## src/logic/mmio_pkg.sv

```systemverilog
package mmio_pkg;

    localparam int xlen = 32;

    localparam int ram_words = 1024;
    localparam int ram_bytes = ram_words * 4;

    //////////////////////////////////////////////////
    // Address map
    //////////////////////////////////////////////////

    // Addresses that miss every device window go to the RAM.
    localparam logic [xlen-1:0] uart_tx_base = 32'h1000_0000;
    localparam logic [xlen-1:0] uart_rx_base = 32'h1000_0010;
    localparam logic [xlen-1:0] timer_base   = 32'h0200_0000;

    // Clocks per UART bit.
    localparam int uart_divisor  = 4;
    localparam int uart_div_bits = $clog2(uart_divisor);

    typedef enum logic [1:0] {
        none,
        access_fault,
        misaligned
    } err_kind;

endpackage
```

## src/logic/uart_tx_port.sv

```systemverilog
module uart_tx_port (
    input  logic                        clk,
    input  logic                        reset,
    input  logic                        req_valid,
    output logic                        req_ready,
    input  logic                        req_wen,
    input  logic [7:0]                  req_wdata,
    output logic                        resp_valid,
    output logic [mmio_pkg::xlen-1:0]   resp_rdata,
    output logic                        uart_tx
);

    logic                               busy;
    logic [9:0]                         frame;
    logic [3:0]                         bit_cnt;
    logic [mmio_pkg::uart_div_bits-1:0] div_cnt;

    assign req_ready = !busy;
    assign uart_tx   = frame[0];

    //////////////////////////////////////////////////
    // Frame shifter
    //////////////////////////////////////////////////

    // The frame is stop bit, data and start bit, so it shifts out LSB first.
    always_ff @(posedge clk) begin
        if (reset) begin
            busy    <= 1'b0;
            frame   <= '1;
            bit_cnt <= '0;
            div_cnt <= '0;
        end else if (req_valid && req_wen) begin
            busy    <= 1'b1;
            frame   <= {1'b1, req_wdata, 1'b0};
            bit_cnt <= '0;
            div_cnt <= '0;
        end else if (busy) begin
            if (div_cnt == mmio_pkg::uart_div_bits'(mmio_pkg::uart_divisor - 1)) begin
                div_cnt <= '0;
                frame   <= {1'b1, frame[9:1]};
                bit_cnt <= bit_cnt + 4'd1;
                if (bit_cnt == 4'd9)
                    busy <= 1'b0;
            end else begin
                div_cnt <= div_cnt + 1'b1;
            end
        end
    end

    always_ff @(posedge clk) begin
        if (reset)
            resp_valid <= 1'b0;
        else
            resp_valid <= req_valid;
    end

    always_ff @(posedge clk) begin
        if (req_valid)
            resp_rdata <= {{(mmio_pkg::xlen-1){1'b0}}, busy};
    end

    no_start_while_busy: assert property (@(posedge clk) disable iff (reset)
        req_valid |-> !busy);

endmodule

```

## config.mk

```make
export PLATFORM = sky130hd
export DESIGN_NAME = uart_tx_port
export DESIGN_NICKNAME = d
export VERILOG_FILES = /design/src/logic/mmio_pkg.sv /design/src/logic/uart_tx_port.sv
export SDC_FILE = /design/constraint.sdc
export NUM_CORES = 1
export LEC_CHECK = 0
export BUFFER_PORTS_ARGS = -buffer_cell sky130_fd_sc_hd__buf_4
export CORE_MARGIN = 1
export CORE_UTILIZATION = 49
export CTS_CLUSTER_SIZE = 28
export DETAILED_ROUTE_END_ITERATION = 10
export GPL_TIMING_DRIVEN = 0
export HOLD_SLACK_MARGIN = 0.08
export MAX_ROUTING_LAYER = met4
export PLACE_DENSITY = 0.9
export SLEW_MARGIN = 30
export SYNTH_ARGS = -nofsm -noshare
export SYNTH_HDL_FRONTEND = slang
export SYNTH_SLANG_ARGS = --single-unit
```

## constraint.sdc

```tcl
create_clock -name clk -period 3.79 [get_ports clk]
set_clock_uncertainty 0.05 [all_clocks]
set_input_delay 0.379 -clock clk [delete_from_list [all_inputs] [get_ports clk]]
set_output_delay 0.379 -clock clk [all_outputs]
set_load 0.005 [all_outputs]
```

==> metrics.yaml <==
detailed_routing:
  first_pass_iters: 4
  drt-total-wl_um: 1690
  drt_iter0_drc: 11
  wl_per_cell_um: 9.23
  vias: 771
  routed_via_density: 4.21
  drc: 0
  ant_nets: 0
sta:
  slew_headroom_pct: 60.5
  hold_slack_ps: 203
  rsz0062_at_grt: "no"
  worstMarginPinSlew_ps: 593
  finalCriticalPeriod_ps: 1570
  setup_tns_ps: 0
  fin_crit_sh_pct: 41.6
  setup_violations: 0
  drv_slew: 0
  max_clock_freq_ghz: 0.635
  hold_violations: 0
worst_setup_path:
  crit_fanout: 10
  crit_path_start_kind: "flip-flop"
  path_cells: "ha_1, nand2_2, buf_6, or3_1, a21oi_1"
  critPathTopFamily: "simple AND/OR/NAND/NOR gates"
  slowest_delay_ps: 370
  r2r_setup_slack_ps: 2220
  rr_startpoint: "div_cnt[0]"
  crit_type: "reg2reg"
  path_buf_inv: 1
  cp_data_required_time_ps: 3970
  cp_slowest_cell: "dfxtp_1"
  rr_endpoint: "bit_cnt[3]"
  cp_data_arrival_time_ps: 1760
  worstRegToRegCells: 5
  cp-end-kind: "flip-flop"
clock_tree:
  cts_resized: 0
  cts_tree: "built"
  cts_hold_buf: 0
  htree_levels: 1
  cts.clk_slew.worst_paths_ps: 110
  numCtsBuffers: 3
  clock_latency_ps: 290
  cts_setup_buffers: 0
  clkSinkCount: 18
  clock_path_buffers: 2
  cts-root-buf: "clkbuf_4"
logic_synthesis:
  netlist_area_um2: 997
  synthCells: 109
  synth_area_per_cell_um2: 9.15
  ys_seq_area_share_pct: 37.1
  synth-seq-cells: 18
  yosysUniqueCellTypes: 27
  yosysWarnings: 0
global_routing:
  antenna_found_initial: 0
  gr-total-overflow: 0
  grt_pass1_wl_um: 2620
  grt_pass1_vias: 669
  grtUsageTotal_pct: 17.3
  grt_start_max_net_pins: 11
worst_hold_path:
  hold_depth: 2
  min_to: "resp_valid"
  hp-class: "in2reg"
  hp-start: "reset"
layout:
  nFillCells: 156
  layout-drive-gt1-share_pct: 32.9
  num_antenna_cells: 0
  area_delta_synth_final_pct: 28.4
  nNetsFinal: 174
place:
  port_buffers: 15
  hpwl_um: 1330
  gp_congestion: 0.782
pwr:
  ir_drop_mv: 0.161
  p_comb_share_pct: 18.2
  p_sw_mw: 0.0896
  powerDensity_mw_per_mm2: 287
  switching_share_pct: 24.3
  p_int_mw: 0.278
  seqPwrFrac_pct: 54.9
  clockPowerShare_pct: 26.9
  p_leak_nw: 0.686
floorplan:
  die_w_um: 47.1
  dieHeight_um: 47.1
  row_count: 15
  io_pins: 47
  core_area_mm2: 0.00182
  die-area_mm2: 0.00222
  initial_core_util_pct: 54.8
job:
  cap_viol_max_count: 0
run_status:
  outcome: "complete, no violations"
## kinds of logic (layout without fill, tap and decap cells)
| logic type | Yosys count | after routing | share of synthesized area (%) |
|---|---|---|---|
| fa+ha+maj | 3 | 3 | 3.76 |
| simple gates | 22 | 22 | 11.3 |
| other cells | 1 | 31 | 0.376 |
| compound gates | 17 | 17 | 9.79 |
| mux | 9 | 9 | 9.16 |
| flops | 18 | 18 | 37.1 |
| buf+inv | 37 | 56 | 26.7 |
| xor+xnor | 2 | 2 | 1.76 |
## how the worst max path moves through the flow
stage | start | to | cells after the start
after global routing | div_cnt[0] | bit_cnt[3] | 5
final | div_cnt[0] | bit_cnt[3] | 5
after detailed placement | div_cnt[0] | bit_cnt[3] | 5
after CTS | div_cnt[0] | bit_cnt[3] | 5
after floorplan | div_cnt[0] | bit_cnt[3] | 5
after global placement | div_cnt[0] | bit_cnt[3] | 5
## cell usage after synthesis
| library cell | instances | area share (%) |
|---|---|---|
| a21o_1 | 1 | 0.75 |
| a21oi_1 | 12 | 6.0 |
| a221oi_1 | 1 | 0.88 |
| a311oi_1 | 1 | 0.88 |
| buf_4 | 32 | 24 |
| buf_6 | 1 | 1.1 |
| clkbuf_1 | 2 | 0.75 |
| conb_1 | 1 | 0.38 |
| dfxtp_1 | 17 | 34 |
| edfxtp_1 | 1 | 3.0 |
| ha_1 | 3 | 3.8 |
| inv_1 | 2 | 0.75 |
| mux2_1 | 1 | 1.1 |
| mux2i_1 | 8 | 8.0 |
| nand2_1 | 2 | 0.75 |
| nand2_2 | 1 | 0.63 |
| nand2b_1 | 1 | 0.63 |
| nand3_1 | 2 | 1.0 |
| nand4b_1 | 1 | 0.88 |
| nor2_1 | 5 | 1.9 |
| nor2b_1 | 1 | 0.63 |
| nor3_1 | 7 | 3.5 |
| nor3b_1 | 1 | 0.75 |
| o21ai_1 | 1 | 0.50 |
| o21bai_1 | 1 | 0.75 |
| or3_1 | 1 | 0.63 |
| xor2_1 | 2 | 1.8 |
## per-stage QoR
stage | utilization [%] | setup slack, ps | instance area [um^2] | power (mW) | cells
6_report | 70.3 | 2220 | 1280 | 0.368 | 183
5_1_grt | 70.3 | 2130 | 1280 | 0.385 | 183
4_1_cts | 70.3 | 2210 | 1280 | 0.367 | 183
3_5_place_dp | 68.9 | 2240 | 1250 | 0.271 | 179
3_3_place_gp | 68.9 | 2310 | 1250 | 0.270 | 179
2_1_floorplan | - | 2400 | 1110 | 0.253 | 139
## cell usage in the layout (no fill, tap or decap), types with 2 or more instances in the layout
cell type,count
xor2_1,2
inv_1,2
conb_1,31
dfxtp_1,17
nand3_1,2
a21oi_1,12
clkbuf_1,3
clkbuf_4,3
nor2_1,5
ha_1,3
nor3_1,7
buf_4,47
nand2_1,2
mux2i_1,8
## power groups by stage
stage               Sequential [mW]  Combinational [mW]  Clock (mW)
floorplan                     0.206              0.0473           0
global placement              0.206              0.0639           0
detailed placement            0.207              0.0650           0
CTS                           0.202              0.0653      0.0997
global route                  0.203              0.0746       0.107
finish                        0.202              0.0669      0.0990
## worst reg2reg max path, delay by kind of cell (launching register included)
family / cells / cell delay, ps
simple gates: 2 / 460
flops: 1 / 370
fa+ha+maj: 1 / 310
buf+inv: 1 / 160
compound gates: 1 / 160
## sequential cells by signal, indices dropped and copies added (netlist names)
name,cells
frame,9
bit_cnt,4
div_cnt,2
busy,1
resp_rdata,1
resp_valid,1
## layer usage
layer,part of all wire (%),GRT usage (%)
met5,0,-
met4,2.0,9.14
met3,6.6,1.54
met2,48,31.1
met1,44,18.7
## area by class of cell
cell class | count | area (um^2) | area share (%)
Timing Repair Buffer | 15 | 113 | 8.80
Clock buffer | 4 | 26.3 | 2.05
Multi-Input combinational cell | 84 | 473 | 37.0
Inverter | 2 | 7.51 | 0.587
Sequential cell | 18 | 370 | 28.9
Buffer | 35 | 259 | 20.2
Tap cell | 25 | 31.3 | 2.44
Power figures use the tool's default switching activity.
