<file path="src/logic/mmio_pkg.sv">
package mmio_pkg;

    localparam int xlen = 32;

    localparam int ram_words = 1024;
    localparam int ram_bytes = ram_words * 4;

    //////////////////////////////////////////////////
    // Address map
    //////////////////////////////////////////////////

    // Addresses that miss every device window go to the RAM.
    localparam logic [xlen-1:0] uart_tx_base = 32'h1000_0000;
    localparam logic [xlen-1:0] uart_rx_base = 32'h1000_0010;
    localparam logic [xlen-1:0] timer_base   = 32'h0200_0000;

    // Clocks per UART bit.
    localparam int uart_divisor  = 4;
    localparam int uart_div_bits = $clog2(uart_divisor);

    typedef enum logic [1:0] {
        none,
        access_fault,
        misaligned
    } err_kind;

endpackage
</file>
<file path="src/logic/uart_rx_port.sv">
module uart_rx_port (
    input  logic                        clk,
    input  logic                        reset,
    input  logic                        req_valid,
    output logic                        req_ready,
    input  logic [3:0]                  req_addr,
    output logic                        resp_valid,
    output logic [mmio_pkg::xlen-1:0]   resp_rdata,
    input  logic                        uart_rx,
    output logic                        uart_rx_pending
);

    logic [1:0]                         rx_sync;
    logic                               rx_prev;
    logic                               active;
    logic                               sample;
    logic [3:0]                         bit_cnt;
    logic [mmio_pkg::uart_div_bits-1:0] div_cnt;
    logic [7:0]                         shift;
    logic [7:0]                         rx_byte;

    assign req_ready = 1'b1;
    assign sample    = active
        && div_cnt == mmio_pkg::uart_div_bits'(mmio_pkg::uart_divisor / 2 - 1);

    always_ff @(posedge clk) begin
        if (reset) begin
            rx_sync <= 2'b11;
            rx_prev <= 1'b1;
        end else begin
            rx_sync <= {rx_sync[0], uart_rx};
            rx_prev <= rx_sync[1];
        end
    end

    //////////////////////////////////////////////////
    // Bit sampler
    //////////////////////////////////////////////////

    always_ff @(posedge clk) begin
        if (reset) begin
            active          <= 1'b0;
            bit_cnt         <= '0;
            div_cnt         <= '0;
            uart_rx_pending <= 1'b0;
        end else begin
            if (req_valid && req_addr == 4'h0)
                uart_rx_pending <= 1'b0;
            if (!active) begin
                if (rx_prev && !rx_sync[1]) begin
                    active  <= 1'b1;
                    bit_cnt <= '0;
                    div_cnt <= '0;
                end
            end else begin
                if (div_cnt == mmio_pkg::uart_div_bits'(mmio_pkg::uart_divisor - 1)) begin
                    div_cnt <= '0;
                    bit_cnt <= bit_cnt + 4'd1;
                end else begin
                    div_cnt <= div_cnt + 1'b1;
                end
                // A start bit that is high again by mid period was a glitch.
                if (sample && bit_cnt == 4'd0 && rx_sync[1])
                    active <= 1'b0;
                if (sample && bit_cnt == 4'd9) begin
                    active          <= 1'b0;
                    uart_rx_pending <= 1'b1;
                end
            end
        end
    end

    always_ff @(posedge clk) begin
        if (sample && bit_cnt >= 4'd1 && bit_cnt <= 4'd8)
            shift <= {rx_sync[1], shift[7:1]};
        if (sample && bit_cnt == 4'd9)
            rx_byte <= shift;
    end

    always_ff @(posedge clk) begin
        if (reset)
            resp_valid <= 1'b0;
        else
            resp_valid <= req_valid;
    end

    always_ff @(posedge clk) begin
        if (req_valid) begin
            case (req_addr)
                4'h0:    resp_rdata <= {{(mmio_pkg::xlen-8){1'b0}}, rx_byte};
                4'h4:    resp_rdata <= {{(mmio_pkg::xlen-1){1'b0}}, uart_rx_pending};
                default: resp_rdata <= '0;
            endcase
        end
    end

endmodule

</file>
<file path="config.mk">
export PLATFORM = sky130hd
export DESIGN_NAME = uart_rx_port
export DESIGN_NICKNAME = d
export VERILOG_FILES = /design/src/logic/mmio_pkg.sv /design/src/logic/uart_rx_port.sv
export SDC_FILE = /design/constraint.sdc
export NUM_CORES = 1
export LEC_CHECK = 0
export BUFFER_PORTS_ARGS = -buffer_cell sky130_fd_sc_hd__clkbuf_2
export CAP_MARGIN = 30
export CORE_ASPECT_RATIO = 1.25
export CORE_MARGIN = 2
export CORE_UTILIZATION = 54
export DETAILED_ROUTE_END_ITERATION = 6
export PLACE_DENSITY = 0.82
export SYNTH_ARGS = -nofsm -noshare
export SYNTH_HDL_FRONTEND = slang
export SYNTH_SLANG_ARGS = --single-unit
export TNS_END_PERCENT = 30
</file>
<file path="constraint.sdc">
create_clock -name clk -period 5.3 [get_ports clk]
set_clock_uncertainty 0.2 [all_clocks]
set_input_delay 0.53 -clock clk [delete_from_list [all_inputs] [get_ports clk]]
set_output_delay 0.53 -clock clk [all_outputs]
set_load 0.02 [all_outputs]
</file>
==> summary.txt, run 1 <==
Worst setup path
  • Maximum fanout count along the critical path: 8
  • Number of cell instances on the worst register-to-register path: 5
  • Critical path capture point type: flip-flop
  • Data required time of the worst path: approximately 5.1 ns
  • Kind of critical path: flip-flop to flip-flop
  • Worst Setup Start Kind: flip-flop
  • Data arrival time of the worst path: about 1.7 ns

Global route
  • Tot GR Track Use: 13.7%
  • Number of global-route vias before repair: between 700 and 800
  • Pin count of the biggest net entering global routing: 14
  • Final global-route overflow total: 0
  • Antenna violations before repair: 0
  • Wire length of the first global-routing pass: roughly 3.3 mm

Route
  • Average wire per cell in the routed design: ~12 µm
  • Number of vias per cell after detailed routing: ~4.8
  • Number of DRC violations after detailed-routing iteration 0: 9
  • Via count of the routed design: 857
  • Routed Wire Length: slightly above 2 mm
  • Antenna-violating nets left: 0
  • Number of remaining DRC errors: 0
  • Number of optimization iterations in the first detailed-route pass: 4

Floorplan
  • Area of the die: between 3000 and 4000 µm²
  • Die boundary width: 52.4 µm
  • Total number of placement rows: 21
  • Overall die height: around 65 µm
  • I/O pin count: 43
  • Core footprint: 2730 µm²
  • Initial cell density of the core: ~58%

Clocking
  • Clock Root Buffer: clkbuf_4
  • Clk buf depth: 2
  • TritonCTS clock tree: built
  • Clock latency of the later-clocked register in the worst-skew pair: 0.34 ns
  • Hold-fix buffers, CTS: 0
  • Number of buffers created by CTS: 5
  • Number of gates resized after CTS: 0
  • Sink count of the clock tree: 36
  • Buffers inserted by post-CTS timing repair: 0
  • H-tree levels: 2
  • Clk slew on worst S/H paths: ~0.10 ns

Yosys
  • Cell taking the most area after synthesis: edfxtp_1
  • Leading post-synthesis cells by cell area: edfxtp_1, dfxtp_1, buf_4
  • Prevailing post-synth register cell: edfxtp_1
  • Number of standard cells after synthesis: around 120
  • Ranking of synthesized cells by instance count: buf_4, edfxtp_1, dfxtp_1
  • Syn Area/Cell: approximately 13 µm²
  • Async set-reset flop share out of synthesis: 0%
  • Mapped Area: ~1600 µm²
  • Most common cell in the synthesized netlist: buf_4
  • Share of synthesized area occupied by flip-flops and latches: about three fifths
  • Number of different library cells in the post-synthesis netlist: 32
  • Share of the synthesized area in the top cell type: between 40 and 50%
  • Number of flip-flops and latches in the synthesized netlist: 36
  • Number of enable-type register cells in the synthesized netlist: 24
  • Yosys synthesis warning count: 0

STA
  • Setup repair after global routing missed its margin: no
  • Sum of negative setup slack: 0 ns
  • Post-route worst hold slack: approximately 0.17 ns
  • Share of the clock period used by the worst path after layout: between 30% and 40%
  • F_max: roughly 540 MHz
  • Final setup viols: 0
  • Number of max-slew violations in the final report: 0
  • Min Tclk post-route: between 1.5 and 2 ns
  • Final Hold Viols: 0

Layout
  • Ratio of cells with drive above 1 in the final layout: approximately 23%
  • Relative area change from synthesis to final layout: 5.53%
  • Diodes inserted: 0
  • Number of nets at the end of the flow: approximately 160
  • Fillers: 215

Hold path
  • Worst min-delay path category: input pin to flip-flop
  • Number of instances on the worst hold path: 2

Outcome
  • Run status: complete, no violations

Power
  • Total power of the final layout: about 0.53 mW
  • Power per cell area: 314 nW/µm²
  • Leakage Power: 0.689 nW
  • Peak supply drop: 0.212 mV

Placed design
  • Number of input and output port buffers inserted: 17
  • RD Place Congestion: approximately 0.73
  • Detailed placer's ending HPWL: about 1.5 mm

Flow run
  • Max capacitance violation total: 0
-- where the power goes --
part | switching (mW) | total [mW] | internal [mW]
combinational | 0.0281 | 0.0361 | 0.00803
sequential | 0.00322 | 0.305 | 0.301
clock | 0.0862 | 0.185 | 0.0988
total | 0.117 | 0.526 | 0.408
-- layout by cell type (no fill, tap or decap), drive strengths merged --
master / instances
nor2b: 2
edfxtp: 24
a31oi: 1
conb: 25
dfxtp: 12
inv: 4
nand3: 7
nor4: 2
nand2b: 2
nor3b: 1
ha: 5
and3: 1
mux2i: 2
o211ai: 1
nand2: 1
or2: 3
a21oi: 4
and4b: 2
a21boi: 1
or3: 2
bufinv: 1
clkbuf: 23
o21ba: 1
o22ai: 1
and2: 8
nor3: 1
nor2: 3
xor2: 1
or3b: 1
clkinv: 1
-- state kept, by name (all words and copies together) (netlist names) --
signal	count
rx_sync	2
rx_byte	8
rx_prev	1
shift	8
resp_valid	1
resp_rdata	8
bit_cnt	4
active	1
uart_rx_pending	1
div_cnt	2
-- worst paths after layout --
| kind | from | to | slack (ns) |
|---|---|---|---|
| max | bit_cnt[0]$_SDFFE_PP0P_ | shift[5]$_DFFE_PP_ | 3.43 |
| min | uart_rx | rx_sync[0]$_SDFF_PP1_ | 0.17 |
| max reg2reg | bit_cnt[0]$_SDFFE_PP0P_ | shift[5]$_DFFE_PP_ | 3.43 |
| min reg2reg | shift[0]$_DFFE_PP_ | rx_byte[0]$_DFFE_PP_ | 0.23 |
-- worst max-delay path, stage by stage, from the launching register on --
cell	delay, ns
dfxtp_1	0.42
inv_1	0.08
ha_1	0.19
nor2b_1	0.14
mux2i_1	0.14
and3_1	0.37
-- cell families after synthesis --
group | after synthesis | share of synthesized area, %
DFF | 36 | 60.7
and+or+nand+nor | 36 | 15.1
buffers and inverters | 31 | 13.7
AOI/OAI and AO/OA | 9 | 4.27
adders and majority gates | 5 | 3.95
other | 2 | 0.474
muxes | 2 | 1.26
xor gates and xnor gates | 1 | 0.553
-- stage by stage --
stage | instance area (µm²) | std cells | util (%) | setup WS, ns
2_1_floorplan | 1670 | 145 | - | 3.59
3_3_place_gp | 1600 | 169 | 58.4 | 3.53
3_5_place_dp | 1600 | 169 | 58.4 | 3.43
4_1_cts | 1670 | 177 | 61.2 | 3.44
5_1_grt | 1670 | 177 | 61.2 | 3.27
6_report | 1670 | 177 | 61.2 | 3.43
-- area by class of cell --
type / count / area [µm²] / area share (%)
clock inverter: 2 / 35.0 / 2.10
sequential: 36 / 961 / 57.5
clock buffer: 6 / 41.3 / 2.47
inverter: 4 / 15.0 / 0.898
tap: 34 / 42.5 / 2.54
multi-input combinational: 78 / 492 / 29.4
timing repair buffer: 17 / 85.1 / 5.09
-- layer usage --
| metal | GRT usage [%] | vias to the layer above | routed length [µm] |
|---|---|---|---|
| met3 | 6.22 | 4 | 153 |
| met5 | 0 | - | 0 |
| met1 | 14.1 | 410 | 780 |
| li1 | - | 414 | - |
| met2 | 23.0 | 29 | 1070 |
| met4 | 6.73 | 0 | 38 |
Note: power is estimated with default switching activity, not from simulation.
==> run 2, diff against run 1 <==
--- a/config.mk
+++ b/config.mk
@@ -9,9 +9,9 @@
 export CAP_MARGIN = 30
 export CORE_ASPECT_RATIO = 1.25
 export CORE_MARGIN = 2
-export CORE_UTILIZATION = 54
+export CORE_UTILIZATION = 46
 export DETAILED_ROUTE_END_ITERATION = 6
-export PLACE_DENSITY = 0.82
+export PLACE_DENSITY = 0.74
 export SYNTH_ARGS = -nofsm -noshare
 export SYNTH_HDL_FRONTEND = slang
 export SYNTH_SLANG_ARGS = --single-unit
==> constraint.sdc (replaced) <==
create_clock -name clk -period 1.5 [get_ports clk]
set_clock_uncertainty 0.2 [all_clocks]
set_input_delay 0.15 -clock clk [delete_from_list [all_inputs] [get_ports clk]]
set_output_delay 0.15 -clock clk [all_outputs]
set_load 0.02 [all_outputs]
==> run 2 against run 1 <==
Net effect:
- the run now ends with setup timing left
- wire length is 16% higher
- worst hold slack worse by 0.16 ns
- sequential power grew to 3.5 times the previous value
- count of clock-buffer cells in the layout is the same
- global-route usage is 0.33 points lower
- total power rose to 3.9 times the previous value
- critical path depth stayed put
- first-iteration DRC count is 44% higher
- largest cell class unchanged
- core utilization down 4.1 points
- clock power grew to 4.4 times the previous value
- largest power group unchanged
- worst setup slack lost 3.6 ns
==> summary.txt, run 2 (same netlist as run 1, synthesis figures left out) <==
Outcome
  • Run status: complete, but fails checks
  • Failing checks: setup timing

Global route
  • Final global-route overflow total: 0
  • Wire length of the first global-routing pass: about 4.0 mm
  • Tot GR Track Use: 13.4%
  • Pin count of the biggest net entering global routing: 14
  • Antenna violations before repair: 0
  • Number of global-route vias before repair: 899

Power
  • Power per cell area: 1100 nW/µm²
  • Total power of the final layout: about 2.0 mW
  • Peak supply drop: about 0.74 mV
  • Leakage Power: 0.782 nW

Clocking
  • Clock latency of the later-clocked register in the worst-skew pair: approximately 0.28 ns
  • Number of buffers created by CTS: 5
  • Clk buf depth: 2
  • Sink count of the clock tree: 36
  • Clk slew on worst S/H paths: about 0.07 ns
  • TritonCTS clock tree: built
  • Clock Root Buffer: clkbuf_8
  • H-tree levels: 2

Flow run
  • Max capacitance violation total: 0

Worst setup path
  • Slowest cell delay on critical path: approximately 0.34 ns
  • End of the worst register-to-register path: shift[2]$_DFFE_PP_
  • Cell type group with the largest total delay on the critical path: simple AND/OR/NAND/NOR gates
  • Reg2reg setup slack: -0.13 ns
  • Critical path capture point type: flip-flop
  • CP bufs+invs: 1
  • Data required time of the worst path: between 1 and 1.5 ns
  • Data arrival time of the worst path: 1.42 ns
  • Number of cell instances on the worst register-to-register path: 5
  • Worst-path cell chain: inv_2 -> ha_4 -> nor2b_4 -> mux2i_1 -> and3_4
  • Timing startpoint of the critical path: bit_cnt[0]$_SDFFE_PP0P_
  • Critical path's slowest cell: dfxtp_2
  • Worst Setup Start Kind: flip-flop
  • Maximum fanout count along the critical path: 8
  • Path length in cells of the critical path: 5
  • Kind of critical path: flip-flop to flip-flop
  • Startpoint of the most critical register-to-register path: bit_cnt[0]$_SDFFE_PP0P_
  • End point of the critical path: shift[2]$_DFFE_PP_

Floorplan
  • Area of the die: just under 4000 µm²
  • I/O pin count: 43
  • Core footprint: approximately 3300 µm²
  • Die boundary width: around 56 µm
  • Total number of placement rows: 23
  • Overall die height: a little under 70 µm
  • Initial cell density of the core: about half

STA
  • Final setup viols: 8
  • Fin worst setup slack: -0.131 ns
  • Share of the clock period used by the worst path after layout: 109%
  • Min Tclk post-route: ~1.6 ns
  • Number of max-slew violations in the final report: 0
  • Setup repair after global routing missed its margin: yes
  • Final Hold Viols: 0
  • F_max: approximately 600 MHz

Layout
  • Combined flip-flop and latch cell area: 966 µm²
  • Fillers: between 200 and 300
  • Most common cell after layout, fill and taps aside: conb_1
  • Post-route standard cell area excluding fillers: approximately 1900 µm²
  • Area of the multi-input gates: about 520 µm²
  • Number of nets at the end of the flow: 169
  • Diodes inserted: 0
  • Final Instance Count excl. Fillers: about 190
  • Most frequent cells in the layout: conb_1, edfxtp_1, clkbuf_2, buf_4, dfxtp_1
  • Ratio of cells with drive above 1 in the final layout: around 36%
  • Relative area change from synthesis to final layout: 17.2%
  • Leading registers by flop count: resp_rdata: 8 flops, rx_byte: 8 flops, shift: 8 flops

Placed design
  • Setup WS pre-CTS: -0.0928 ns
  • RD Place Congestion: about 0.75
  • Total placed instance area: 1700 µm²
  • Detailed placer's ending HPWL: between 1.5 and 2 mm
  • Number of input and output port buffers inserted: 17
  • Placed Cells incl. Taps: roughly 180

Route
  • Number of remaining DRC errors: 0
  • Antenna-violating nets left: 0
  • Average wire per cell in the routed design: 12.2 µm
  • Number of optimization iterations in the first detailed-route pass: 4
  • Number of vias per cell after detailed routing: 4.63
  • Number of DRC violations after detailed-routing iteration 0: 13
  • Via count of the routed design: 899
  • Routed Wire Length: ~2.4 mm

Hold path
  • Worst min-delay path category: input pin to flip-flop
==> run 2: worst min path at each step <==
stage	depth (start not counted)	slack (ns)	end	startpoint
after floorplan	1	0.02	resp_valid$_SDFF_PP0_	reset
final	2	0.005	resp_rdata[0]$_DFFE_PP_	req_addr[1]
after CTS	2	0.0008	bit_cnt[3]$_SDFFE_PP0P_	reset
after detailed placement	2	0.14	rx_sync[0]$_SDFF_PP1_	uart_rx
after global routing	2	0.009	resp_rdata[0]$_DFFE_PP_	req_addr[1]
after global placement	2	0.14	rx_sync[0]$_SDFF_PP1_	uart_rx
==> run 2: per-layer routing <==
| layer | GRT usage, % | vias to the layer above | wire (µm) |
|---|---|---|---|
| li1 | - | 438 | - |
| met1 | 13.3 | 425 | 893 |
| met2 | 22.9 | 28 | 1280 |
| met3 | 5.78 | 8 | 123 |
| met4 | 7.41 | 0 | 70 |
| met5 | 0 | - | 0 |
==> run 2: worst register-to-register path: cells and delay by family, from the launching register on <==
kind	cells	cell delay, ns
DFF	1	0.34
adders and majority gates	1	0.12
and+or+nand+nor	2	0.40
muxes	1	0.20
buffers and inverters	1	0.07
==> run 2: through the flow <==
stage	utilization [%]	hold WS (ns)	TNS, ns
finish	57.1	0.00516	-1.02
global route	57.1	0.00885	-1.84
CTS	56.7	0.000760	-0.987
detailed placement	52.4	0.138	-1.21
global placement	52.4	0.136	-0.406
floorplan	-	0.0216	-0.328
==> run 2: report_power, final <==
part | internal, mW | total [mW] | leakage (nW) | switching, mW
clock | 0.493 | 0.821 | 0.0552 | 0.328
combinational | 0.0447 | 0.154 | 0.401 | 0.109
sequential | 1.07 | 1.07 | 0.326 | 0.00772
total | 1.60 | 2.05 | 0.782 | 0.445
==> run 2: layout make-up <==
class | instances | share of cell area (%)
multi-input combinational | 78 | 28.2
clock buffer | 6 | 3.91
sequential | 36 | 52.0
timing repair buffer | 31 | 10.6
clock inverter | 2 | 1.89
tap | 37 | 2.49
inverter | 4 | 0.809
==> run 2: repair_timing <==
item / in CTS / in global routing
gates resized for setup: 2 / 3
setup buffers: 0 / 1
endpoints found under the setup margin: 18 / 22
hold buffers: 3 / 0
endpoints found under the hold margin: 2 / 0
pin swaps: 2 / 3
