`src/logic/mmio_pkg.sv`:
```
package mmio_pkg;

    localparam int xlen = 32;

    localparam int ram_words = 1024;
    localparam int ram_bytes = ram_words * 4;

    //////////////////////////////////////////////////
    // Address map
    //////////////////////////////////////////////////

    // Addresses that miss every device window go to the RAM.
    localparam logic [xlen-1:0] uart_tx_base = 32'h1000_0000;
    localparam logic [xlen-1:0] uart_rx_base = 32'h1000_0010;
    localparam logic [xlen-1:0] timer_base   = 32'h0200_0000;

    // Clocks per UART bit.
    localparam int uart_divisor  = 4;
    localparam int uart_div_bits = $clog2(uart_divisor);

    typedef enum logic [1:0] {
        none,
        access_fault,
        misaligned
    } err_kind;

endpackage
```
`src/logic/mmio_router.sv`:
```
module mmio_router (
    input  logic                          clk,
    input  logic                          reset,

    input  logic                          dreq_valid,
    output logic                          dreq_ready,
    input  logic [mmio_pkg::xlen-1:0]     dreq_addr,
    input  logic                          dreq_wen,
    input  logic [mmio_pkg::xlen-1:0]     dreq_wdata,
    input  logic [mmio_pkg::xlen/8-1:0]   dreq_wmask,
    output logic                          dresp_valid,
    output logic [mmio_pkg::xlen-1:0]     dresp_rdata,
    output logic                          dresp_error,
    output mmio_pkg::err_kind             dresp_errty,

    output logic                          ram_start,
    input  logic                          ram_ready,
    input  logic                          ram_resp_valid,
    input  logic [mmio_pkg::xlen-1:0]     ram_resp_rdata,
    input  logic                          ram_error,
    input  mmio_pkg::err_kind             ram_errty,

    output logic                          tx_start,
    input  logic                          tx_ready,
    input  logic                          tx_resp_valid,
    input  logic [mmio_pkg::xlen-1:0]     tx_resp_rdata,

    output logic                          rx_start,
    input  logic                          rx_ready,
    input  logic                          rx_resp_valid,
    input  logic [mmio_pkg::xlen-1:0]     rx_resp_rdata,

    output logic                          timer_start,
    input  logic                          timer_ready,
    input  logic                          timer_resp_valid,
    input  logic [mmio_pkg::xlen-1:0]     timer_resp_rdata,

    output logic [mmio_pkg::xlen-1:0]     req_addr,
    output logic                          req_wen,
    output logic [mmio_pkg::xlen-1:0]     req_wdata,
    output logic [mmio_pkg::xlen/8-1:0]   req_wmask
);

    typedef enum logic [1:0] {
        idle,
        wait_ready,
        wait_valid
    } state_t;

    state_t                        state;
    logic [mmio_pkg::xlen-1:0]     s_addr;
    logic                          s_wen;
    logic [mmio_pkg::xlen-1:0]     s_wdata;
    logic [mmio_pkg::xlen/8-1:0]   s_wmask;

    // Select vectors hold one bit per target: ram, tx, rx, timer from bit 0 up.
    logic [3:0] sel;
    logic [3:0] s_sel;
    logic [3:0] ready_vec;
    logic [3:0] resp_vec;
    logic       cmd_ready;
    logic       cmd_start;
    logic       accept;

    function automatic logic [3:0] decode(input logic [mmio_pkg::xlen-1:0] addr);
        logic [3:0] hit;
        hit = 4'b0000;
        if (addr[mmio_pkg::xlen-1:2] == mmio_pkg::uart_tx_base[mmio_pkg::xlen-1:2])
            hit[1] = 1'b1;
        else if (addr[mmio_pkg::xlen-1:3] == mmio_pkg::uart_rx_base[mmio_pkg::xlen-1:3])
            hit[2] = 1'b1;
        else if (addr[mmio_pkg::xlen-1:4] == mmio_pkg::timer_base[mmio_pkg::xlen-1:4])
            hit[3] = 1'b1;
        else
            hit[0] = 1'b1;
        return hit;
    endfunction

    // While waiting for ready the held request is replayed, otherwise the live one goes out.
    assign req_addr  = (state == wait_ready) ? s_addr  : dreq_addr;
    assign req_wen   = (state == wait_ready) ? s_wen   : dreq_wen;
    assign req_wdata = (state == wait_ready) ? s_wdata : dreq_wdata;
    assign req_wmask = (state == wait_ready) ? s_wmask : dreq_wmask;

    assign sel       = decode(req_addr);
    assign ready_vec = {timer_ready, rx_ready, tx_ready, ram_ready};
    assign resp_vec  = {timer_resp_valid, rx_resp_valid, tx_resp_valid, ram_resp_valid};
    assign cmd_ready = |(sel & ready_vec);

    assign dresp_valid = |(s_sel & resp_vec);
    assign dreq_ready  = (state == idle) || (state == wait_valid && dresp_valid);
    assign accept      = dreq_valid && dreq_ready;
    assign cmd_start   = accept || (state == wait_ready);

    assign {timer_start, rx_start, tx_start, ram_start} = (cmd_start && cmd_ready) ? sel : 4'b0000;

    always_comb begin
        case (s_sel)
            4'b0001: dresp_rdata = ram_resp_rdata;
            4'b0010: dresp_rdata = tx_resp_rdata;
            4'b0100: dresp_rdata = rx_resp_rdata;
            4'b1000: dresp_rdata = timer_resp_rdata;
            default: dresp_rdata = '0;
        endcase
    end

    // Devices never fault. Only the RAM reports errors.
    assign dresp_error = s_sel[0] ? ram_error : 1'b0;
    assign dresp_errty = s_sel[0] ? ram_errty : mmio_pkg::none;

    always_ff @(posedge clk) begin
        if (reset) begin
            state <= idle;
            s_sel <= 4'b0000;
        end else if (accept) begin
            s_sel <= sel;
            state <= cmd_ready ? wait_valid : wait_ready;
        end else if (state == wait_ready && cmd_ready) begin
            state <= wait_valid;
        end else if (state == wait_valid && dresp_valid) begin
            state <= idle;
        end
    end

    always_ff @(posedge clk) begin
        if (accept) begin
            s_addr  <= dreq_addr;
            s_wen   <= dreq_wen;
            s_wdata <= dreq_wdata;
            s_wmask <= dreq_wmask;
        end
    end

    // Each start is answered in the next cycle, so only one request is ever in flight.
    one_in_flight: assert property (@(posedge clk) disable iff (reset)
        (ram_start || tx_start || rx_start || timer_start) |=> dresp_valid);

    // A target answers only after a start, so nothing may arrive while idle.
    no_resp_in_idle: assert property (@(posedge clk) disable iff (reset)
        (state == idle) |-> !dresp_valid);

endmodule

```
`config.mk`:
```
export PLATFORM = sky130hd
export DESIGN_NAME = mmio_router
export DESIGN_NICKNAME = d
export VERILOG_FILES = /design/src/logic/mmio_pkg.sv /design/src/logic/mmio_router.sv
export SDC_FILE = /design/constraint.sdc
export NUM_CORES = 1
export LEC_CHECK = 0
export BUFFER_PORTS_ARGS = -buffer_cell sky130_fd_sc_hd__buf_2
export CAP_MARGIN = 10
export CELL_PAD_IN_SITES_DETAIL_PLACEMENT = 1
export CELL_PAD_IN_SITES_GLOBAL_PLACEMENT = 2
export CORE_MARGIN = 5
export CORE_UTILIZATION = 20
export DETAILED_ROUTE_END_ITERATION = 8
export PLACE_DENSITY = 0.83
export SLEW_MARGIN = 5
export SYNTH_ARGS = -nofsm -noshare
export SYNTH_HDL_FRONTEND = slang
export SYNTH_SLANG_ARGS = --single-unit
```
`constraint.sdc`:
```
create_clock -name clk -period 3.7 [get_ports clk]
set_clock_uncertainty 0.2 [all_clocks]
set_input_delay 0 -clock clk [delete_from_list [all_inputs] [get_ports clk]]
set_output_delay 0 -clock clk [all_outputs]
set_load 0.02 [all_outputs]
```
==> results.toml, run 1 <==
[cts]
h-tree-depth = 3
postCtsSetupBuffers = 0
cts_tree = "done"
clock_path_buffers = 2
clk-insertion-delay-late_ns = 0.34
root_buffer = "clkbuf_16"
cts_made_buffers = 9
hold_buffers = 75
cts.sinks = 75
clk_pin_slew_worst_paths_ns = 0.05
cts_resized = 0

[die]
chipWidth_um = 154.6
fp.dieH_um = 154.6
dieArea_sq_um = 23900
initial_utilization_pct = 20.47
rows = 52
fp.coreArea_sq_um = 20430
io_pins = 321

[yosys]
yosys_warnings = 0
synth.most_common_cell = "nand2_1"
yosys.cell_types.count = 34
synth_area_leader_cell = "edfxtp_1"
synthTopCellsByArea = "edfxtp_1, nand2_1, a22oi_1, dfxtp_1, clkbuf_1"
synth.avg_cell_area_sq_um = 8.551
ys.flop_type = "edfxtp_1"
synth_seq_cells = 75
synthArstFlopShare_pct = 0
synth_area_sq_um = 4182
synth_edf_count = 69
syn_nets = 700
synth_top_area_share_pct = 49.55
ys_seq_area_share_pct = 52.42
netlist_top_cells_count = "nand2_1, edfxtp_1, a22oi_1"
netlist_instances = 489

[worst_setup_path]
cp_top_family = "compound AO/OA/AOI/OAI gates"
crit_chain = "nand2b_2 -> mux2i_1 -> inv_1 -> a21oi_1 -> o21ai_2 -> a32oi_2 -> o31ai_1 -> dlygate4sd3_1"
endpoint_kind = "register"
crit_buf_inv = 2
slowest_delay_ns = 0.56
startpoint_type = "register"
setup.worst_path.class = "register to register"
cp.required_ns = 3.72
slowest_stage = "dlygate4sd3_1"
worstPathArrival_ns = 3.16
cp_max_fo = 15

[status]
outcome = "finished, final reports clean"

[global_routing]
grt_pass1_wl_um = 30990
grt_overflow = 0
use_met2_pct = 30.35
antenna_found_initial = 2
use_met1_pct = 18.00
track_usage_pct = 16.50
use_met3_pct = 4.722
grt-busiest-layer = "met2"
grt_max_degree = 63
grt_pass1_vias = 5657

[routing]
viasPerCell = 4.555
ant_nets = 0
dr.first_iter.drc_count = 197
drt-pass1-iter-count = 4
drt-wirelength-per-cell_um = 17.87
vias = 5257
wirelength_um = 20630
post-route-drc-count = 0

[pwr]
ir_drop_uv = 211.6
switching_share_pct = 30.01
comb_power_share_pct = 25.7
p_leak_nw = 3.541
p_sw_uw = 768.0
p_seq_share_pct = 40.2
clockPowerShare_pct = 34.1
power_density_nw_per_um2 = 356.0
p_int_mw = 1.791

[flow_run]
cap_violations = 0

[placed_design]
port_buffers = 320
gp_congestion = 0.8264
hpwl_um = 15970

[hold_path]
hold_path_class = "input port to register"

[timing]
tns_ns = 0
worstMarginPinSlew_ns = 0.6215
slew_viol_final = 0
fin_crit_ns = 3.144
rsz0062_at_grt = "no"
max_freq_mhz = 318.0
final-setup-viol-count = 0
hold_viol = 0
finalCritPeriodShare_pct = 84.98
maxSlewHeadroom_pct = 58.57

[finish]
fin_nets = 1089
drive_gt1_share_pct = 40.43
syn_to_final_growth_pct = 71.90
utilization_pct = 35.19
[worst reg2reg max path, delay by kind of cell (launching register included)]
kind	cells	cell delay (ns)
flip-flops	1	0.42
multiplexers	1	0.49
buffers and inverters	2	0.68
AND/OR/NAND/NOR	1	0.40
AO/OA/AOI/OAI	4	0.85
[final timing paths]
path | start | endpoint | slack [ns] | cells past startpoint
setup / recovery | state[1] | state[1] | 0.56 | 8
hold reg to reg | s_sel[2] | s_sel[2] | 0.35 | 2
setup reg to reg | state[1] | state[1] | 0.56 | 8
hold / removal | tx_ready | state[0] | 0.12 | 4
[power groups by stage]
stage | Clock [mW] | Sequential [mW] | Combinational (mW)
floorplan | 0 | 1.04 | 0.303
global placement | 0 | 1.04 | 0.593
detailed placement | 0 | 1.05 | 0.596
CTS | 0.900 | 1.03 | 0.664
global route | 0.938 | 1.03 | 0.717
finish | 0.871 | 1.03 | 0.658
[area by class of cell]
type                       instances  area [sq um]
multi-input combinational        380          1886
fill                            2497         13240
timing repair buffer             408          2462
antenna                            1         2.502
clock inverter                     6         63.81
clock buffer                      10         229.0
tap                              270         337.8
inverter                           4         15.01
sequential                        75          2192
[per-layer routing]
layer	vias to the layer above	share of wire, %
met5	-	0
met4	0	2.8
met3	37	7.8
met2	241	51
met1	2460	38
li1	2519	-
[cell usage in the layout (no fill, tap or decap), types with 2 or more instances in the layout]
master	count
a21oi_1	9
a22oi_1	67
and2_1	3
buf_2	320
buf_4	12
clkbuf_16	9
dfxtp_1	6
dlygate4sd3_1	75
edfxtp_1	69
inv_1	3
inv_6	2
nand2_1	240
nand2b_1	2
nand3_1	7
nand4_1	5
nand4b_1	2
nor2_1	10
nor3_1	9
nor4_1	6
nor4b_2	4
[logic make-up after synthesis]
kind of cell	after synthesis	share of synthesized area (%)
flops	75	52.42
mux	2	0.5087
buf+inv	34	3.172
simple gates	293	28.85
compound gates	85	15.05
[flip-flops by register name, indices dropped and copies added (netlist names)]
register,flops
s_addr,32
s_sel,4
s_wdata,32
s_wen,1
s_wmask,4
state,2
[through the flow]
stage	setup WS [ns]	instances	hold slack [ns]	total power, mW	area [sq um]
CTS	0.5534	1153	0.08505	2.592	7186
finish	0.5556	1154	0.1179	2.559	7188
detailed placement	0.9705	1062	-0.006279	1.642	6142
global route	0.3413	1154	0.1288	2.689	7188
global placement	0.9463	1062	-0.008381	1.635	6142
floorplan	0.2487	489	-0.1011	1.342	4182
No activity file was read; power rests on OpenSTA's default activity.
==> inputs of run 2 (changes only) <==
- CORE_UTILIZATION: 20 -> 18
- PLACE_DENSITY: 0.83 -> 0.8
- clock period: 3.7 -> 2.55 ns (I/O delays scaled with it)
==> run 2 against run 1 <==
Net effect:
- the flow now finishes with violations (setup timing)
- sequential cell count is the same
- die area grew 10%
- combinational power increased by 52%
- final area is 4.4% higher
- first-iteration DRC count grew 60%
- clock-buffer cell count fell by 1
- clock power is 48% higher
- cell count grew 4.5%
- via count decreased by 2.5%
- global-route usage decreased by 1.5 points
- critical endpoint is now rx_start
- largest cell class unchanged
==> results.toml, run 2 (synthesized netlist as in run 1, its figures left out) <==
[global_routing]
grt_overflow = 0
track_usage_pct = 15.01
grt_max_degree = 33
grt_pass1_wl_um = 31110
antenna_found_initial = 1
grt_pass1_vias = 5457

[routing]
viasPerCell = 4.249
wirelength_um = 21120
drt-wirelength-per-cell_um = 17.51
drt-pass1-iter-count = 4
post-route-drc-count = 0
vias = 5124
dr.first_iter.drc_count = 315
ant_nets = 0

[finish]
utilization_pct = 32.94
syn_to_final_growth_pct = 79.41
drive_gt1_share_pct = 42.83
final_cell_mix = "buf_2, nand2_1, dlygate4sd3_1"
reg_top3 = "s_addr (32), s_wdata (32)"
final_common_cell = "buf_2"
fin_cells = 1206
post-route-cell-area_sq_um = 7502
fin_nets = 1098

[worst_setup_path]
endpoint_kind = "output pin"
cp_max_fo = 4
slowest_delay_ns = 0.44
startpoint_type = "register"
rrSetupSlack_ns = -0.01
crit_chain = "nor4_4 -> nand4_1 -> a222oi_1 -> buf_4 -> buf_6 -> o21ai_4 -> nand2b_4 -> a21oi_2 -> buf_6"
cp.required_ns = 2.35
crit_top_cell = "buf_6"
setup.worst_path.class = "register to output pin"
worstPathArrival_ns = 2.43
slowest_stage = "edfxtp_1"

[die]
io_pins = 321
dieArea_sq_um = 26380
fp.coreArea_sq_um = 22780
chipWidth_um = 162.4
initial_utilization_pct = 18.36
rows = 55
fp.dieH_um = 162.4

[pwr]
power_density_nw_per_um2 = 503.9
ir_drop_uv = 274.1
p_int_mw = 2.629
p_sw_mw = 1.151
comb_power_share_pct = 26.4
switching_share_pct = 30.45
clockPowerShare_pct = 34.3
p_leak_nw = 3.615
p_seq_share_pct = 39.4

[timing]
slew_viol_final = 0
final-setup-viol-count = 5
rsz0062_at_grt = "yes"
holdWs_ns = 0.06704
max_freq_mhz = 380.8
worstMarginPinSlew_ns = 0.4735
setup_ws_ns = -0.07589
maxSlewHeadroom_pct = 68.43
hold_viol = 0
finalCritPeriodShare_pct = 103.0
fin_crit_ns = 2.626

[cts]
clock_path_buffers = 2
cts.sinks = 75
root_buffer = "clkbuf_16"
cts_made_buffers = 9
h-tree-depth = 3
clk_pin_slew_worst_paths_ns = 0.06
clk-insertion-delay-late_ns = 0.34
cts_tree = "done"

[status]
outcome = "finished with violations"
failed_checks = "setup timing"

[placed_design]
dp_slack_ns = -0.04682
gp_congestion = 0.8317
post-place-cells = 1111
place_area_sq_um = 6320
port_buffers = 320
hpwl_um = 16550

[flow_run]
cap_violations = 0

[hold_path]
hold_path_class = "input port to register"
run 2: path summary, 6_finish.rpt:
path / endpoint / cells past startpoint / startpoint
worst min-delay path: state[0] / 4 / ram_ready
worst min register to register: s_sel[3] / 2 / s_sel[3]
worst max register to register: state[0] / 10 / s_addr[31]
worst max-delay path: rx_start / 9 / s_addr[31]
run 2: timing repair:
action,4_1_cts,5_1_grt
buffers inserted,5,1
endpoints found under the hold margin,75,0
hold buffers,72,0
pin swaps,7,3
endpoints found under the setup margin,5,6
resized for setup,20,2
run 2: worst max-delay path: cells and delay by family, from the launching register on:
family                 cells  cell delay (ns)
AOI/OAI and AO/OA          3             0.55
DFF                        1             0.44
and+or+nand+nor            3             0.61
buffers and inverters      3             0.49
run 2: layer usage:
metal  share of wire [%]  vias up  routed length, um  GRT usage, %
met5                   0        -                  0             0
li1                    -     2534                  -             -
met3                 4.9       25               1028         2.835
met1                  42     2426               8943         19.35
met4                 1.7        0                361         3.845
met2                  51      139              10780         25.86
run 2: per-stage QoR:
step / TNS (ns) / total power, mW
finish: -0.2793 / 3.780
CTS: -0.5293 / 3.837
global placement: 0 / 2.405
floorplan: -9.042 / 1.952
global route: -1.202 / 3.982
detailed placement: -0.09365 / 2.417
run 2: cell type report:
type	instances	area (sq um)
Fill cell	2773	15280
Timing Repair Buffer	417	2614
Sequential cell	75	2192
Multi-Input combinational cell	380	1982
Tap cell	313	391.6
Clock buffer	9	225.2
Clock inverter	7	76.32
Inverter	4	18.77
Antenna cell	1	2.502
run 2: power groups by stage:
stage | logic [mW] | clock network, mW | registers [mW]
floorplan | 0.445 | 0 | 1.51
global placement | 0.900 | 0 | 1.50
detailed placement | 0.907 | 0 | 1.51
CTS | 1.01 | 1.34 | 1.49
global route | 1.09 | 1.40 | 1.50
finish | 0.997 | 1.29 | 1.49
==> inputs of run 3 (changes only) <==
- BUFFER_PORTS_ARGS: -buffer_cell sky130_fd_sc_hd__buf_2 -> -buffer_cell sky130_fd_sc_hd__buf_4
==> run 3 against run 2 <==
Net effect:
- the flow still finishes with violations (setup timing)
- die area unchanged
- via count about the same
- sequential power about the same
- cell count increased by 0.17%
- critical path depth decreased by 1
==> results.toml, run 3 (synthesized netlist as in run 1, its figures left out) <==
[status]
outcome = "finished with violations"
failed_checks = "setup timing"

[worst_setup_path]
setup.worst_path.class = "register to output pin"
crit_chain = "nor4_4 -> nand4_1 -> a222oi_1 -> buf_4 -> buf_4 -> a32oi_4 -> nor3b_2 -> buf_4"
cp_max_fo = 5
endpoint_kind = "output pin"
slowest_delay_ns = 0.43
cp.required_ns = 2.35
crit_top_cell = "buf_4"
worstPathArrival_ns = 2.47
startpoint_type = "register"
slowest_stage = "edfxtp_1"

[cts]
cts_made_buffers = 9
clk-insertion-delay-late_ns = 0.34
clk_pin_slew_worst_paths_ns = 0.06
clock_path_buffers = 2
h-tree-depth = 3
cts.sinks = 75
cts_tree = "done"
root_buffer = "clkbuf_16"

[timing]
worstMarginPinSlew_ns = 0.4560
tns_ns = -0.3533
setup_ws_ns = -0.1230
max_freq_mhz = 374.1
final-setup-viol-count = 3
rsz0062_at_grt = "yes"
maxSlewHeadroom_pct = 69.60
slew_viol_final = 0
hold_viol = 0
fin_crit_ns = 2.673
finalCritPeriodShare_pct = 104.8

[pwr]
p_int_mw = 2.887
p_seq_share_pct = 36.9
clockPowerShare_pct = 33.9
power_density_nw_per_um2 = 486.6
p_leak_nw = 3.867
p_sw_mw = 1.152
comb_power_share_pct = 29.2
p_total_mw = 4.040
ir_drop_uv = 244.2
switching_share_pct = 28.53

[routing]
viasPerCell = 4.239
ant_nets = 0
drt-pass1-iter-count = 4
dr.first_iter.drc_count = 240
drt-wirelength-per-cell_um = 17.97
post-route-drc-count = 0
vias = 5121
wirelength_um = 21710

[finish]
drive_gt1_share_pct = 42.79
n_antenna_cell = 0
final_common_cell = "buf_4"
reg_top3 = "s_addr (32), s_wdata (32)"
final_cell_mix = "buf_4, nand2_1, dlygate4sd3_1"
fin_cells = 1208
utilization_pct = 36.45
syn_to_final_growth_pct = 98.56
fin_nets = 1101

[die]
dieArea_sq_um = 26380
initial_utilization_pct = 18.36
fp.coreArea_sq_um = 22780
chipWidth_um = 162.4
io_pins = 321
rows = 55
fp.dieH_um = 162.4

[placed_design]
dp_slack_ns = -0.02881
hpwl_um = 16550
post-place-cells = 1109
gp_congestion = 0.9014
port_buffers = 320

[global_routing]
track_usage_pct = 15.44
grt_overflow = 0
grt-busiest-layer = "met2"
grt_pass1_wl_um = 31870
antenna_found_initial = 0
grt_max_degree = 45
use_met1_pct = 19.59
use_met2_pct = 26.83
grt_pass1_vias = 5600
use_met3_pct = 3.012

[hold_path]
hold_path_class = "input port to output pin"

[flow_run]
cap_violations = 0
run 3: cell count changes in the layout (fill, tap and decap cells not counted), moves of 2 or more:
cell        change
buf_12          -2
clkinvlp_4      +2
buf_2         -316
buf_4         +320
inv_6           -2
run 3: critical path, delay by kind of cell, from the launching register on:
family | cells | cell delay [ns]
compound gates | 2 | 0.54
buf+inv | 3 | 0.52
flops | 1 | 0.43
simple gates | 3 | 0.65
run 3: routing by layer:
metal / vias to the layer above / routed length [um]
li1: 2533 / -
met1: 2422 / 9056
met3: 26 / 1131
met4: 0 / 412
met5: - / 0
met2: 140 / 11110
run 3: final timing paths:
check                        start  slack, ns  cells after the start              to
setup / recovery        s_addr[27]      -0.12                      8     timer_start
hold / removal    tx_resp_rdata[8]       0.12                      4  dresp_rdata[8]
setup reg to reg        s_addr[27]       0.02                      9        state[1]
hold reg to reg           s_sel[3]       0.35                      2        s_sel[3]
run 3: per-stage QoR:
| stage | cell area, sq um | hold slack [ns] |
|---|---|---|
| 2_1_floorplan | 4208 | -0.1011 |
| 3_3_place_gp | 7081 | -0.01284 |
| 3_5_place_dp | 7081 | -0.01082 |
| 4_1_cts | 8249 | 0.08688 |
| 5_1_grt | 8303 | 0.1301 |
| 6_report | 8303 | 0.1152 |
run 3: layout make-up:
class,count,area [sq um]
sequential,75,2192
timing repair buffer,420,3405
clock buffer,10,229.0
clock inverter,6,90.09
tap,313,391.6
multi-input combinational,380,1977
fill,2642,14480
inverter,4,18.77
run 3: power groups by stage:
| stage | registers (mW) | clock network, mW | logic, mW |
|---|---|---|---|
| floorplan | 1.51 | 0 | 0.445 |
| global placement | 1.51 | 0 | 1.07 |
| detailed placement | 1.51 | 0 | 1.08 |
| CTS | 1.49 | 1.43 | 1.18 |
| global route | 1.50 | 1.48 | 1.27 |
| finish | 1.49 | 1.37 | 1.18 |
run 3: repair_timing:
action | in CTS | in global routing
hold buffers | 73 | 0
buffers inserted | 7 | 3
gates resized for setup | 11 | 7
hold endpoints to repair | 75 | 0
pin swaps | 7 | 5
endpoints found under the setup margin | 4 | 6
